--- src/design/trapPkg.sv ---
// Shared types for the machine-mode trap and CSR subsystem
// CSR numbers, request and operation kinds, cause codes
// Register layouts for mstatus, mie, mip and mcause
package trapPkg;

    typedef logic [31:0] dataWord;
    typedef logic [11:0] csrNumber;

    // Machine CSR addresses
    localparam csrNumber csrMstatus  = 12'h300;
    localparam csrNumber csrMie      = 12'h304;
    localparam csrNumber csrMtvec    = 12'h305;
    localparam csrNumber csrMscratch = 12'h340;
    localparam csrNumber csrMepc     = 12'h341;
    localparam csrNumber csrMcause   = 12'h342;
    localparam csrNumber csrMtval    = 12'h343;
    localparam csrNumber csrMip      = 12'h344;
    localparam csrNumber csrMcycle   = 12'hB00;
    localparam csrNumber csrMinstret = 12'hB02;

    typedef enum logic [1:0] {
        opCsr  = 2'd0,
        opTrap = 2'd1,
        opMret = 2'd2
    } opKind;

    // Same encoding as funct3 of the Zicsr instructions
    typedef enum logic [1:0] {
        csrWrite = 2'd1,
        csrSet   = 2'd2,
        csrClear = 2'd3
    } csrCode;

    typedef enum logic [3:0] {
        causeIllegal         = 4'd2,
        causeBreakpoint      = 4'd3,
        causeLoadMisaligned  = 4'd4,
        causeStoreMisaligned = 4'd6,
        causeEcall           = 4'd11
    } trapCause;

    typedef enum logic [3:0] {
        irqTimer    = 4'd7,
        irqExternal = 4'd11
    } irqCode;

    // mcause code field, read as interrupt or exception code
    typedef union packed {
        struct packed {
            logic [26:0] zero;
            irqCode      code;
        } irq;
        struct packed {
            logic [26:0] zero;
            trapCause    code;
        } trap;
    } mcauseCode;

    typedef struct packed {
        logic      isInterrupt;
        mcauseCode code;
    } mcauseReg;

    typedef struct packed {
        logic [23:0] reservedHigh;
        logic        MPIE;          // Bit 7
        logic [2:0]  reservedMid;
        logic        MIE;           // Bit 3
        logic [2:0]  reservedLow;
    } mstatusReg;

    typedef struct packed {
        logic [19:0] reservedHigh;
        logic        MEIP;          // Bit 11
        logic [2:0]  reservedMid;
        logic        MTIP;          // Bit 7
        logic [6:0]  reservedLow;
    } mipReg;

    typedef struct packed {
        logic [19:0] reservedHigh;
        logic        MEIE;
        logic [2:0]  reservedMid;
        logic        MTIE;
        logic [6:0]  reservedLow;
    } mieReg;

    // Direct mode only, so the low two bits of mtvec are zero
    localparam logic [1:0] mtvecPadding = 2'b00;

endpackage
--- src/design/csrBusIf.sv ---
// Internal bus between the trap controller and the CSR datapath
// Modports for controller, CSR file, counters and interrupt arbiter
`timescale 1ns/1ps

interface csrBusIf;
    import trapPkg::*;

    // Strobes and request fields from the controller
    logic      doCsr;
    logic      doTrap;
    logic      doMret;
    logic      doIrq;
    csrNumber  number;
    csrCode    code;
    dataWord   writeData;
    dataWord   causeAddr;
    dataWord   causeData;
    trapCause  cause;
    dataWord   retireAddr;

    // CSR file state seen by the others
    dataWord   readData;
    dataWord   mepc;
    dataWord   mtvec;
    logic      mstatusMie;
    mieReg     mie;
    mipReg     mip;

    logic      counterWrite;    // Software write to mcycle or minstret
    dataWord   counterData;
    dataWord   counterRead;

    logic      irqPending;
    irqCode    irqSel;

    modport ctrl (
        output doCsr, doTrap, doMret, doIrq, number, code, writeData,
        output causeAddr, causeData, cause, retireAddr,
        input  readData, mepc, mtvec, irqPending
    );

    modport file (
        input  doCsr, doTrap, doMret, doIrq, number, code, writeData,
        input  causeAddr, causeData, cause, retireAddr, irqSel, counterRead,
        output readData, mepc, mtvec, mstatusMie, mie, mip, counterWrite, counterData
    );

    modport counters (
        input  number, counterWrite, counterData,
        output counterRead
    );

    modport arbiter (
        input  mip, mie, mstatusMie,
        output irqPending, irqSel
    );

endinterface

--- src/design/trapUnitTop.sv ---
// Top level of the machine-mode trap unit
// Connects controller, CSR file, counters and interrupt arbiter
`timescale 1ns/1ps

module trapUnitTop #(
    parameter int commitWidth = 2
) (
    input  logic                   clk,
    input  logic                   reset,
    input  logic                   req,
    input  trapPkg::opKind         kind,
    input  trapPkg::csrNumber      number,
    input  trapPkg::csrCode        code,
    input  trapPkg::dataWord       writeData,
    input  trapPkg::dataWord       causeAddr,
    input  trapPkg::dataWord       causeData,
    input  trapPkg::trapCause      cause,
    input  trapPkg::dataWord       retireAddr,
    input  logic                   timerIrq,
    input  logic                   externalIrq,
    input  logic [commitWidth-1:0] commitNum,
    output logic                   ack,
    output trapPkg::dataWord       readData,
    output logic                   redirect,
    output trapPkg::dataWord       redirectAddr
);

    csrBusIf bus0 ();

    trapController controller0 (
        .clk          (clk),
        .reset        (reset),
        .req          (req),
        .kind         (kind),
        .number       (number),
        .code         (code),
        .writeData    (writeData),
        .causeAddr    (causeAddr),
        .causeData    (causeData),
        .retireAddr   (retireAddr),
        .cause        (cause),
        .ack          (ack),
        .readData     (readData),
        .redirect     (redirect),
        .redirectAddr (redirectAddr),
        .bus          (bus0.ctrl)
    );

    csrFile file0 (
        .clk         (clk),
        .reset       (reset),
        .bus         (bus0.file),
        .timerIrq    (timerIrq),
        .externalIrq (externalIrq)
    );

    csrCounters #(
        .commitWidth (commitWidth)
    ) counters0 (
        .clk       (clk),
        .reset     (reset),
        .bus       (bus0.counters),
        .commitNum (commitNum)
    );

    interruptArbiter arbiter0 (
        .bus (bus0.arbiter)
    );

endmodule

--- src/design/trapController.sv ---
// Request handshake FSM for the trap unit
// Accepts CSR, trap and MRET requests, takes interrupts when idle
// Issues one strobe per event and drives the redirect pulse
`timescale 1ns/1ps

module trapController (
    input  logic              clk,
    input  logic              reset,
    input  logic              req,
    input  trapPkg::opKind    kind,
    input  trapPkg::csrNumber number,
    input  trapPkg::csrCode   code,
    input  trapPkg::dataWord  writeData,
    input  trapPkg::dataWord  causeAddr,
    input  trapPkg::dataWord  causeData,
    input  trapPkg::dataWord  retireAddr,
    input  trapPkg::trapCause cause,
    output logic              ack,
    output trapPkg::dataWord  readData,
    output logic              redirect,
    output trapPkg::dataWord  redirectAddr,
    csrBusIf.ctrl             bus
);
    import trapPkg::*;

    typedef enum logic [1:0] {
        idle,
        ackHigh,
        waitLow
    } ctrlState;

    ctrlState state;
    logic     accept;
    logic     takeIrq;

    assign accept  = (state == idle) && req;
    assign takeIrq = (state == idle) && !req && bus.irqPending;  // Never during a handshake

    // Strobes are valid in the accepting cycle, committed at its edge
    assign bus.doCsr  = accept && (kind == opCsr);
    assign bus.doTrap = accept && (kind == opTrap);
    assign bus.doMret = accept && (kind == opMret);
    assign bus.doIrq  = takeIrq;

    // Request fields go straight through
    assign bus.number     = number;
    assign bus.code       = code;
    assign bus.writeData  = writeData;
    assign bus.causeAddr  = causeAddr;
    assign bus.causeData  = causeData;
    assign bus.cause      = cause;
    assign bus.retireAddr = retireAddr;

    assign ack = (state != idle);

    always_ff @(posedge clk) begin
        if (reset) begin
            state    <= idle;
            redirect <= 1'b0;
        end else begin
            redirect <= bus.doTrap || bus.doMret || takeIrq;
            case (state)
                idle: begin
                    if (req) begin
                        state <= ackHigh;
                    end
                end
                ackHigh: begin
                    if (!req) begin
                        state <= waitLow;  // Core has let go
                    end
                end
                waitLow: state <= idle;
                default: state <= idle;
            endcase
        end
    end

    // Payload held for the rest of the handshake
    always_ff @(posedge clk) begin
        if (accept) begin
            readData <= bus.readData;  // Value from before the update
        end
        if (bus.doMret) begin
            redirectAddr <= bus.mepc;
        end else if (bus.doTrap || takeIrq) begin
            redirectAddr <= bus.mtvec;
        end
    end

endmodule

--- src/design/csrFile.sv ---
// Machine-mode CSR storage and read multiplexer
// Write, set and clear on the addressed register
// Trap, interrupt and MRET updates of mstatus, mepc, mtval, mcause
// Counter write strobe for the counter block
`timescale 1ns/1ps

module csrFile (
    input logic   clk,
    input logic   reset,
    csrBusIf.file bus,
    input logic   timerIrq,
    input logic   externalIrq
);
    import trapPkg::*;

    mstatusReg   mstatus;
    mieReg       mieEnable;
    mipReg       mipPending;
    mcauseReg    mcause;
    logic [29:0] mtvecBase;
    dataWord     mtval;
    dataWord     mepc;
    dataWord     mscratch;

    dataWord     readValue;
    dataWord     writeValue;
    mstatusReg   writeStatus;
    mieReg       writeEnable;

    // Read side
    always_comb begin
        case (bus.number)
            csrMstatus:  readValue = mstatus;
            csrMie:      readValue = mieEnable;
            csrMip:      readValue = mipPending;
            csrMcause:   readValue = mcause;
            csrMtvec:    readValue = {mtvecBase, mtvecPadding};
            csrMtval:    readValue = mtval;
            csrMepc:     readValue = mepc;
            csrMscratch: readValue = mscratch;
            csrMcycle,
            csrMinstret: readValue = bus.counterRead;
            default:     readValue = '0;
        endcase
    end

    // Value that a CSR operation would write
    always_comb begin
        case (bus.code)
            csrSet:   writeValue = readValue | bus.writeData;
            csrClear: writeValue = readValue & ~bus.writeData;
            default:  writeValue = bus.writeData;
        endcase
    end

    assign writeStatus = writeValue;
    assign writeEnable = writeValue;

    assign bus.counterWrite = bus.doCsr &&
                              ((bus.number == csrMcycle) || (bus.number == csrMinstret));
    assign bus.counterData  = writeValue;

    always_ff @(posedge clk) begin
        if (reset) begin
            mstatus    <= '0;
            mieEnable  <= '0;
            mipPending <= '0;
            mcause     <= '0;
            mtvecBase  <= '0;
            mtval      <= '0;
            mepc       <= '0;
            mscratch   <= '0;
        end else begin
            // Pending bits track the interrupt lines
            mipPending.MTIP <= timerIrq;
            mipPending.MEIP <= externalIrq;

            if (bus.doTrap || bus.doIrq) begin
                mstatus.MPIE       <= mstatus.MIE;
                mstatus.MIE        <= 1'b0;
                mcause.isInterrupt <= bus.doIrq;
                if (bus.doIrq) begin
                    mepc                    <= bus.retireAddr;
                    mtval                   <= bus.retireAddr;
                    mcause.code.irq.zero    <= '0;
                    mcause.code.irq.code    <= bus.irqSel;
                end else begin
                    mepc                    <= bus.causeAddr;
                    mtval                   <= bus.causeData;
                    mcause.code.trap.zero   <= '0;
                    mcause.code.trap.code   <= bus.cause;
                end
            end else if (bus.doMret) begin
                mstatus.MIE <= mstatus.MPIE;  // Back to the pre-trap enable
            end else if (bus.doCsr) begin
                case (bus.number)
                    csrMstatus: begin
                        mstatus.MIE  <= writeStatus.MIE;
                        mstatus.MPIE <= writeStatus.MPIE;
                    end
                    csrMie: begin
                        mieEnable.MTIE <= writeEnable.MTIE;
                        mieEnable.MEIE <= writeEnable.MEIE;
                    end
                    csrMcause:   mcause    <= writeValue;
                    csrMtvec:    mtvecBase <= writeValue[31:2];
                    csrMtval:    mtval     <= writeValue;
                    csrMepc:     mepc      <= writeValue;
                    csrMscratch: mscratch  <= writeValue;
                    default: ;  // mip is read only, counters live elsewhere
                endcase
            end
        end
    end

    assign bus.readData   = readValue;
    assign bus.mepc       = mepc;
    assign bus.mtvec      = {mtvecBase, mtvecPadding};
    assign bus.mstatusMie = mstatus.MIE;
    assign bus.mie        = mieEnable;
    assign bus.mip        = mipPending;

endmodule

--- src/design/csrCounters.sv ---
// mcycle and minstret counters
// Software write takes priority over the per-cycle increment
`timescale 1ns/1ps

module csrCounters #(
    parameter int commitWidth = 2
) (
    input logic                   clk,
    input logic                   reset,
    csrBusIf.counters             bus,
    input logic [commitWidth-1:0] commitNum
);
    import trapPkg::*;

    dataWord mcycle;
    dataWord minstret;

    always_ff @(posedge clk) begin
        if (reset) begin
            mcycle   <= '0;
            minstret <= '0;
        end else begin
            if (bus.counterWrite && (bus.number == csrMcycle)) begin
                mcycle <= bus.counterData;
            end else begin
                mcycle <= mcycle + 32'd1;
            end

            // Retired count from the commit stage, zero-extended
            if (bus.counterWrite && (bus.number == csrMinstret)) begin
                minstret <= bus.counterData;
            end else begin
                minstret <= minstret + dataWord'(commitNum);
            end
        end
    end

    assign bus.counterRead = (bus.number == csrMcycle) ? mcycle : minstret;

endmodule

--- src/design/interruptArbiter.sv ---
// Interrupt arbitration for machine mode
// Combines pending, enable and global enable bits
// External interrupt has priority over timer
`timescale 1ns/1ps

module interruptArbiter (
    csrBusIf.arbiter bus
);
    import trapPkg::*;

    logic timerReady;
    logic externalReady;

    assign timerReady    = bus.mip.MTIP && bus.mie.MTIE;
    assign externalReady = bus.mip.MEIP && bus.mie.MEIE;

    // Global enable gates both sources
    assign bus.irqPending = bus.mstatusMie && (timerReady || externalReady);

    always_comb begin
        if (externalReady) begin
            bus.irqSel = irqExternal;
        end else begin
            bus.irqSel = irqTimer;  // Only meaningful when irqPending
        end
    end

endmodule

--- config.mk ---
export PLATFORM = sky130hd
export DESIGN_NAME = trapUnitTop
export DESIGN_NICKNAME = d
export VERILOG_FILES = /design/src/design/trapPkg.sv /design/src/design/csrBusIf.sv /design/src/design/trapUnitTop.sv /design/src/design/trapController.sv /design/src/design/csrFile.sv /design/src/design/csrCounters.sv /design/src/design/interruptArbiter.sv
export SDC_FILE = /design/constraint.sdc
export NUM_CORES = 1
export LEC_CHECK = 0
export ABC_AREA = 0
export BUFFER_PORTS_ARGS = -buffer_cell sky130_fd_sc_hd__buf_4
export CELL_PAD_IN_SITES_DETAIL_PLACEMENT = 1
export CELL_PAD_IN_SITES_GLOBAL_PLACEMENT = 1
export CORE_UTILIZATION = 40
export DETAILED_ROUTE_END_ITERATION = 8
export GPL_ROUTABILITY_DRIVEN = 1
export PLACE_DENSITY = 0.72
export SLEW_MARGIN = 20
export SYNTH_ARGS = -nofsm -noshare
export SYNTH_HDL_FRONTEND = slang
export SYNTH_SLANG_ARGS = --single-unit
--- constraint.sdc ---
create_clock -name clk -period 6.73 [get_ports clk]
set_input_delay 0.673 -clock clk [delete_from_list [all_inputs] [get_ports clk]]
set_output_delay 0.673 -clock clk [all_outputs]
set_load 0.03 [all_outputs]
==> results of run 1 <==
final cells by class:
type | instances | area (µm²)
Fill cell | 4437 | 19300
Tap cell | 511 | 639
Timing Repair Buffer | 256 | 1930
Clock inverter | 10 | 80.1
Sequential cell | 295 | 6550
Inverter | 15 | 56.3
Multi-Input combinational cell | 1268 | 8280
Clock buffer | 51 | 966
cell families (layout without fill, tap and decap cells):
group | after synthesis | in the layout | synth area share (%)
compound gates | 528 | 528 | 24.7
xor+xnor | 55 | 55 | 3.12
fa+ha+maj | 4 | 4 | 0.373
buf+inv | 145 | 332 | 4.23
flops | 295 | 295 | 42.4
mux | 93 | 93 | 6.29
simple gates | 588 | 588 | 18.9
cells in the final DEF (no fill, tap or decap), types with 17 or more instances in the layout:
cell / Yosys / final
a211oi_1: 106 / 106
a21oi_1: 97 / 97
a221oi_1: 17 / 17
a22oi_1: 24 / 24
and3_1: 18 / 18
buf_4: 8 / 255
clkbuf_16: 0 / 35
dfxtp_1: 231 / 231
edfxtp_1: 64 / 64
mux2_2: 32 / 32
mux2i_1: 61 / 61
nand2_1: 126 / 125
nand3_1: 30 / 30
nand4_1: 23 / 23
nor2_1: 229 / 228
nor3_1: 45 / 42
o21ai_0: 85 / 85
o2bb2ai_1: 26 / 26
o31a_1: 19 / 19
xnor2_1: 37 / 37
xor2_1: 18 / 18
registers in the layout, indices dropped and copies added, names as in the netlist, 32 cells and up:
signal / flops
file0.mtval: 32
file0.bus.mepc: 32
counters0.mcycle: 32
controller0.readData: 32
controller0.redirectAddr: 32
counters0.minstret: 32
file0.mscratch: 32
file0.mcause: 32
power groups by stage:
stage | clock, mW | combinational [mW] | sequential, mW
detailed placement | 0 | 0.454 | 1.92
global route | 1.90 | 0.485 | 1.88
floorplan | 0 | 0.207 | 1.93
CTS | 1.83 | 0.457 | 1.88
global placement | 0 | 0.447 | 1.92
finish | 1.82 | 0.467 | 1.88
critical path: stages:
cell and delay (ns):
buf_4 0.31, nand4bb_1 0.90, nor4_1 0.86, o21ai_1 0.26, nand2_1 0.56, buf_4 0.38, nor2_1 0.10, a2111oi_2 0.36
through the flow:
step                hold slack, ns  area [µm²]  instances  setup slack (ns)  total power [mW]
floorplan                    0.429       15400       1708              3.47              2.14
global placement             0.443       17400       2344              2.32              2.36
detailed placement           0.446       17400       2344              2.31              2.37
CTS                          0.366       18500       2405              2.83              4.16
global route                 0.385       18500       2406              2.65              4.26
finish                       0.377       18500       2406              2.69              4.16
layer usage:
layer | wire, µm | vias up | share of wire, %
li1 | - | 6786 | -
met1 | 27400 | 7652 | 40
met3 | 4630 | 204 | 6.8
met2 | 32400 | 720 | 47
met4 | 3960 | 2 | 5.8
met5 | 8 | - | 0.012
final timing paths:
kind,from,endpoint,slack (ns),cells past startpoint
min,req,controller0.state[1],0.38,2
min reg2reg,file0.mcause[10],file0.mcause[10],0.46,1
max reg2reg,file0.bus.mip[11],file0.mtval[4],3.70,6
max,number[6],file0.mtval[4],2.69,8
==> results.sh, run 1 <==
export IMPL_status="completed"
export IMPL_startpoint_type="input pin"
export IMPL_syn_inst=1708
export IMPL_grt_util_met1_pct=43.0
export IMPL_die_area_um2=39400
export IMPL_synth_edf_count=64
export IMPL_combPwrFrac_pct=11.2
export IMPL_cts_resized=0
export IMPL_sw_frac_of_total_pct=26.8
export IMPL_hold_buffers=0
export IMPL_synth_seq_cells=295
export IMPL_criticalPathCategory="in -> reg"
export IMPL_overflow=0
export IMPL_netlist_cell_type_count=91
export IMPL_netlist_area_um2=15400
export IMPL_cap_violations=0
export IMPL_finalSetupViolCount=0
export IMPL_drc=0
export IMPL_grt_pass1_vias=15712
export IMPL_grt_pass1_wl_mm=101
export IMPL_layout_drive_gt1_share_pct=20.6
export IMPL_fin_crit_sh_pct=60.0
export IMPL_drt_iter0_markers=1327
export IMPL_yosys_cell_count_top_type="dfxtp_1"
export IMPL_pwr_density_cell_nw_per_um2=225
export IMPL_hold_path_class="in -> reg"
export IMPL_areaGrowthSynthToFinish_pct=19.9
export IMPL_wirelength_mm=68.3
export IMPL_synthArstFlopShare_pct=0
export IMPL_leakage_nw=6.72
export IMPL_use_met2_pct=58.0
export IMPL_wire_per_inst_um=28.4
export IMPL_die_w_um=198
export IMPL_grt_total_usage_pct=34.6
export IMPL_period_needed_ns=4.04
export IMPL_power_frac_clock_pct=43.7
export IMPL_rsz0062_at_grt="false"
export IMPL_ys_flop_type="dfxtp_1"
export IMPL_io_pins=221
export IMPL_path_max_fanout=26
export IMPL_hold_viol_final=0
export IMPL_clock_sinks=295
export IMPL_final_antenna_net_count=0
export IMPL_initial_core_util_pct=40.8
export IMPL_yosysTopAreaCellShare_pct=30.0
export IMPL_core_um2=37800
export IMPL_p_int_mw=3.05
export IMPL_power_switching_mw=1.12
export IMPL_grt_met3_usage_pct=4.39
export IMPL_ys_warn_count=0
export IMPL_clock_skew_ns=0.0165
export IMPL_cts_buffer_depth=3
export IMPL_fin_setup_tns_ns=0
export IMPL_via_per_inst=6.39
export IMPL_clk_pin_slew_worst_paths_ns=0.06
export IMPL_worst_pin_slew_ns=1.16
export IMPL_die_h_um=198
export IMPL_antenna_found_initial=1
export IMPL_cp_arrival_ns=4.44
export IMPL_max_freq_ghz=0.248
export IMPL_drt_pass1_iter_count=5
export IMPL_synth_nets=1867
export IMPL_rows=71
export IMPL_cp_end_kind="flop"
export IMPL_io_buffers=220
export IMPL_seqPwrFrac_pct=45.1
export IMPL_final_nets=2030
export IMPL_cts_made_buffers=35
export IMPL_diodes=0
export IMPL_syn_area_per_cell_um2=9.04
export IMPL_synth_area_leader_cell="dfxtp_1"
export IMPL_num_vias=15364
export IMPL_cts_root_buffer="clkbuf_16"
export IMPL_gr_max_usage_layer="met2"
export IMPL_cts_tree="done"
export IMPL_dp_hpwl_mm=48.8
export IMPL_max_slew_margin_pct=22.6
export IMPL_yosysSeqAreaShare_pct=42.4
export IMPL_clk_latency_ns=0.53
export IMPL_h_tree_depth=2
export IMPL_post_route_util_pct=48.9
export IMPL_synth_commonest_cells="dfxtp_1 (231), nor2_1 (229), nand2_1 (126)"
export IMPL_synth_area_leaders="dfxtp_1 (30%), edfxtp_1 (12%), nor2_1 (5.6%)"
export IMPL_drv_slew=0
export IMPL_ir_drop_v=0.000126
export IMPL_required_ns=7.14
export IMPL_place_congestion=0.950
export IMPL_cts_setup_buffers=0
export IMPL_grt_max_degree=83
Note: power is estimated with default switching activity, not from simulation.
==> run 2, diff against run 1 <==
--- a/config.mk
+++ b/config.mk
@@ -12,7 +12,7 @@
 export CORE_UTILIZATION = 40
 export DETAILED_ROUTE_END_ITERATION = 8
 export GPL_ROUTABILITY_DRIVEN = 1
-export PLACE_DENSITY = 0.72
+export PLACE_DENSITY = 0.75
 export SLEW_MARGIN = 20
 export SYNTH_ARGS = -nofsm -noshare
 export SYNTH_HDL_FRONTEND = slang
==> constraint.sdc (replaced) <==
create_clock -name clk -period 3.5 [get_ports clk]
set_input_delay 0.35 -clock clk [delete_from_list [all_inputs] [get_ports clk]]
set_output_delay 0.35 -clock clk [all_outputs]
set_load 0.03 [all_outputs]
==> results.sh, run 2 (same netlist as run 1, synthesis figures left out) <==
export IMPL_wirelength_mm=72.8
export IMPL_power_frac_clock_pct=44.9
export IMPL_sw_frac_of_total_pct=27.2
export IMPL_final_nets=2083
export IMPL_die_h_um=198
export IMPL_dp_hpwl_mm=53.7
export IMPL_cap_violations=0
export IMPL_clock_sinks=295
export IMPL_diodes=0
export IMPL_num_vias=15687
export IMPL_hold_path_class="in -> reg"
export IMPL_cp_arrival_ns=3.38
export IMPL_power_mw=8.25
export IMPL_drt_pass1_iter_count=5
export IMPL_rsz0062_at_grt="false"
export IMPL_clock_skew_ns=0.0234
export IMPL_cts_tree="done"
export IMPL_period_needed_ns=2.91
export IMPL_final_antenna_net_count=0
export IMPL_cts_resized=0
export IMPL_layout_drive_gt1_share_pct=23.0
export IMPL_grt_pass1_vias=16089
export IMPL_clk_latency_ns=0.57
export IMPL_cts_made_buffers=36
export IMPL_grt_pass1_wl_mm=106
export IMPL_slowest_stage="a22oi_1"
export IMPL_rows=71
export IMPL_initial_core_util_pct=40.8
export IMPL_seqPwrFrac_pct=43.8
export IMPL_cp_buffers_inverters=4
export IMPL_p_int_mw=6.01
export IMPL_h_tree_depth=2
export IMPL_wire_per_inst_um=29.6
export IMPL_cp_cell_sequence="dlygate4sd3_1, buf_4, nor4b_1, buf_4, a22oi_1, buf_4, nand2_1, o31ai_1, a211oi_1, nor3_1"
export IMPL_startpoint_type="input pin"
export IMPL_cp_end_kind="flop"
export IMPL_clk_pin_slew_worst_paths_ns=0.06
export IMPL_core_um2=37800
export IMPL_areaGrowthSynthToFinish_pct=23.4
export IMPL_cts_root_buffer="clkbuf_16"
export IMPL_via_per_inst=6.37
export IMPL_fin_crit_sh_pct=83.1
export IMPL_grt_total_usage_pct=37.0
export IMPL_fin_ws_ns=0.591
export IMPL_die_area_um2=39400
export IMPL_cts_buffer_depth=3
export IMPL_drt_iter0_markers=1299
export IMPL_crit_top_cell="buf_4"
export IMPL_overflow=0
export IMPL_path_max_fanout=11
export IMPL_pre_cts_slack_ns=0.158
export IMPL_max_freq_ghz=0.344
export IMPL_hold_viol_final=0
export IMPL_worst_pin_slew_ns=1.18
export IMPL_drv_slew=0
export IMPL_required_ns=3.97
export IMPL_place_congestion=0.984
export IMPL_die_w_um=198
export IMPL_cpLargestDelayFamily="compound AO/OA/AOI/OAI gates"
export IMPL_power_switching_mw=2.24
export IMPL_leakage_nw=7.02
export IMPL_finalSetupViolCount=0
export IMPL_criticalPathCategory="in -> reg"
export IMPL_grt_max_degree=58
export IMPL_combPwrFrac_pct=11.3
export IMPL_max_slew_margin_pct=21.3
export IMPL_io_buffers=220
export IMPL_final_common_cell="buf_4"
export IMPL_antenna_found_initial=1
export IMPL_drc=0
export IMPL_status="completed"
export IMPL_fin_setup_tns_ns=0
export IMPL_io_pins=221
export IMPL_num_fill_cells=4439
export IMPL_pwr_density_cell_nw_per_um2=433
export IMPL_ir_drop_v=0.000304
export IMPL_layout_common_cells="buf_4 (299), dfxtp_1 (231), nor2_1 (228)"
export IMPL_critPathMaxStageDelay_ns=0.70
[run 2: through the flow]
stage               instances  hold WS, ns  instance area (µm²)  util (%)
CTS                      2463       0.0169                19100      50.4
detailed placement       2396        0.449                17900      47.3
finish                   2463       0.0374                19100      50.4
floorplan                1708        0.429                15400         -
global route             2463       0.0642                19100      50.4
global placement         2396        0.444                17900      47.3
[run 2: metal layers]
metal / wire length (µm) / up-vias / global-route usage [%]
met3: 5070 / 215 / 5.58
met4: 4780 / 0 / 22.7
met2: 34000 / 751 / 61.5
met5: 0 / - / 0
li1: - / 6902 / -
met1: 29000 / 7819 / 45.1
[run 2: path summary, 6_finish.rpt]
check	startpoint	endpoint	slack, ns	cells after the start
max	req	file0.bus.mepc[2]	0.59	10
min	externalIrq	file0.bus.mip[11]	0.04	2
max reg2reg	controller0.state[0]	file0.mcause[17]	0.68	5
min reg2reg	file0.mscratch[26]	file0.mscratch[26]	0.46	2
[run 2: final cells by class]
type | count | area (µm²) | share of cell area, %
clock buffers | 48 | 1010 | 5.29
inverters | 15 | 56.3 | 0.295
clock inverters | 18 | 135 | 0.709
repair buffers | 308 | 2410 | 12.7
well taps | 511 | 639 | 3.36
flip-flops and latches | 295 | 6550 | 34.4
multi-input cells | 1268 | 8260 | 43.3
[run 2: what timing repair did]
item,CTS,global route
hold buffers,1,0
hold endpoints to repair,1,0
setup buffers,0,0
[run 2: power groups by stage]
stage | logic [mW] | clock network [mW] | registers [mW]
after global routing | 0.972 | 3.83 | 3.62
after global placement | 0.896 | 0 | 3.68
after floorplan | 0.398 | 0 | 3.72
after detailed placement | 0.913 | 0 | 3.68
after CTS | 0.919 | 3.72 | 3.61
final | 0.933 | 3.70 | 3.61
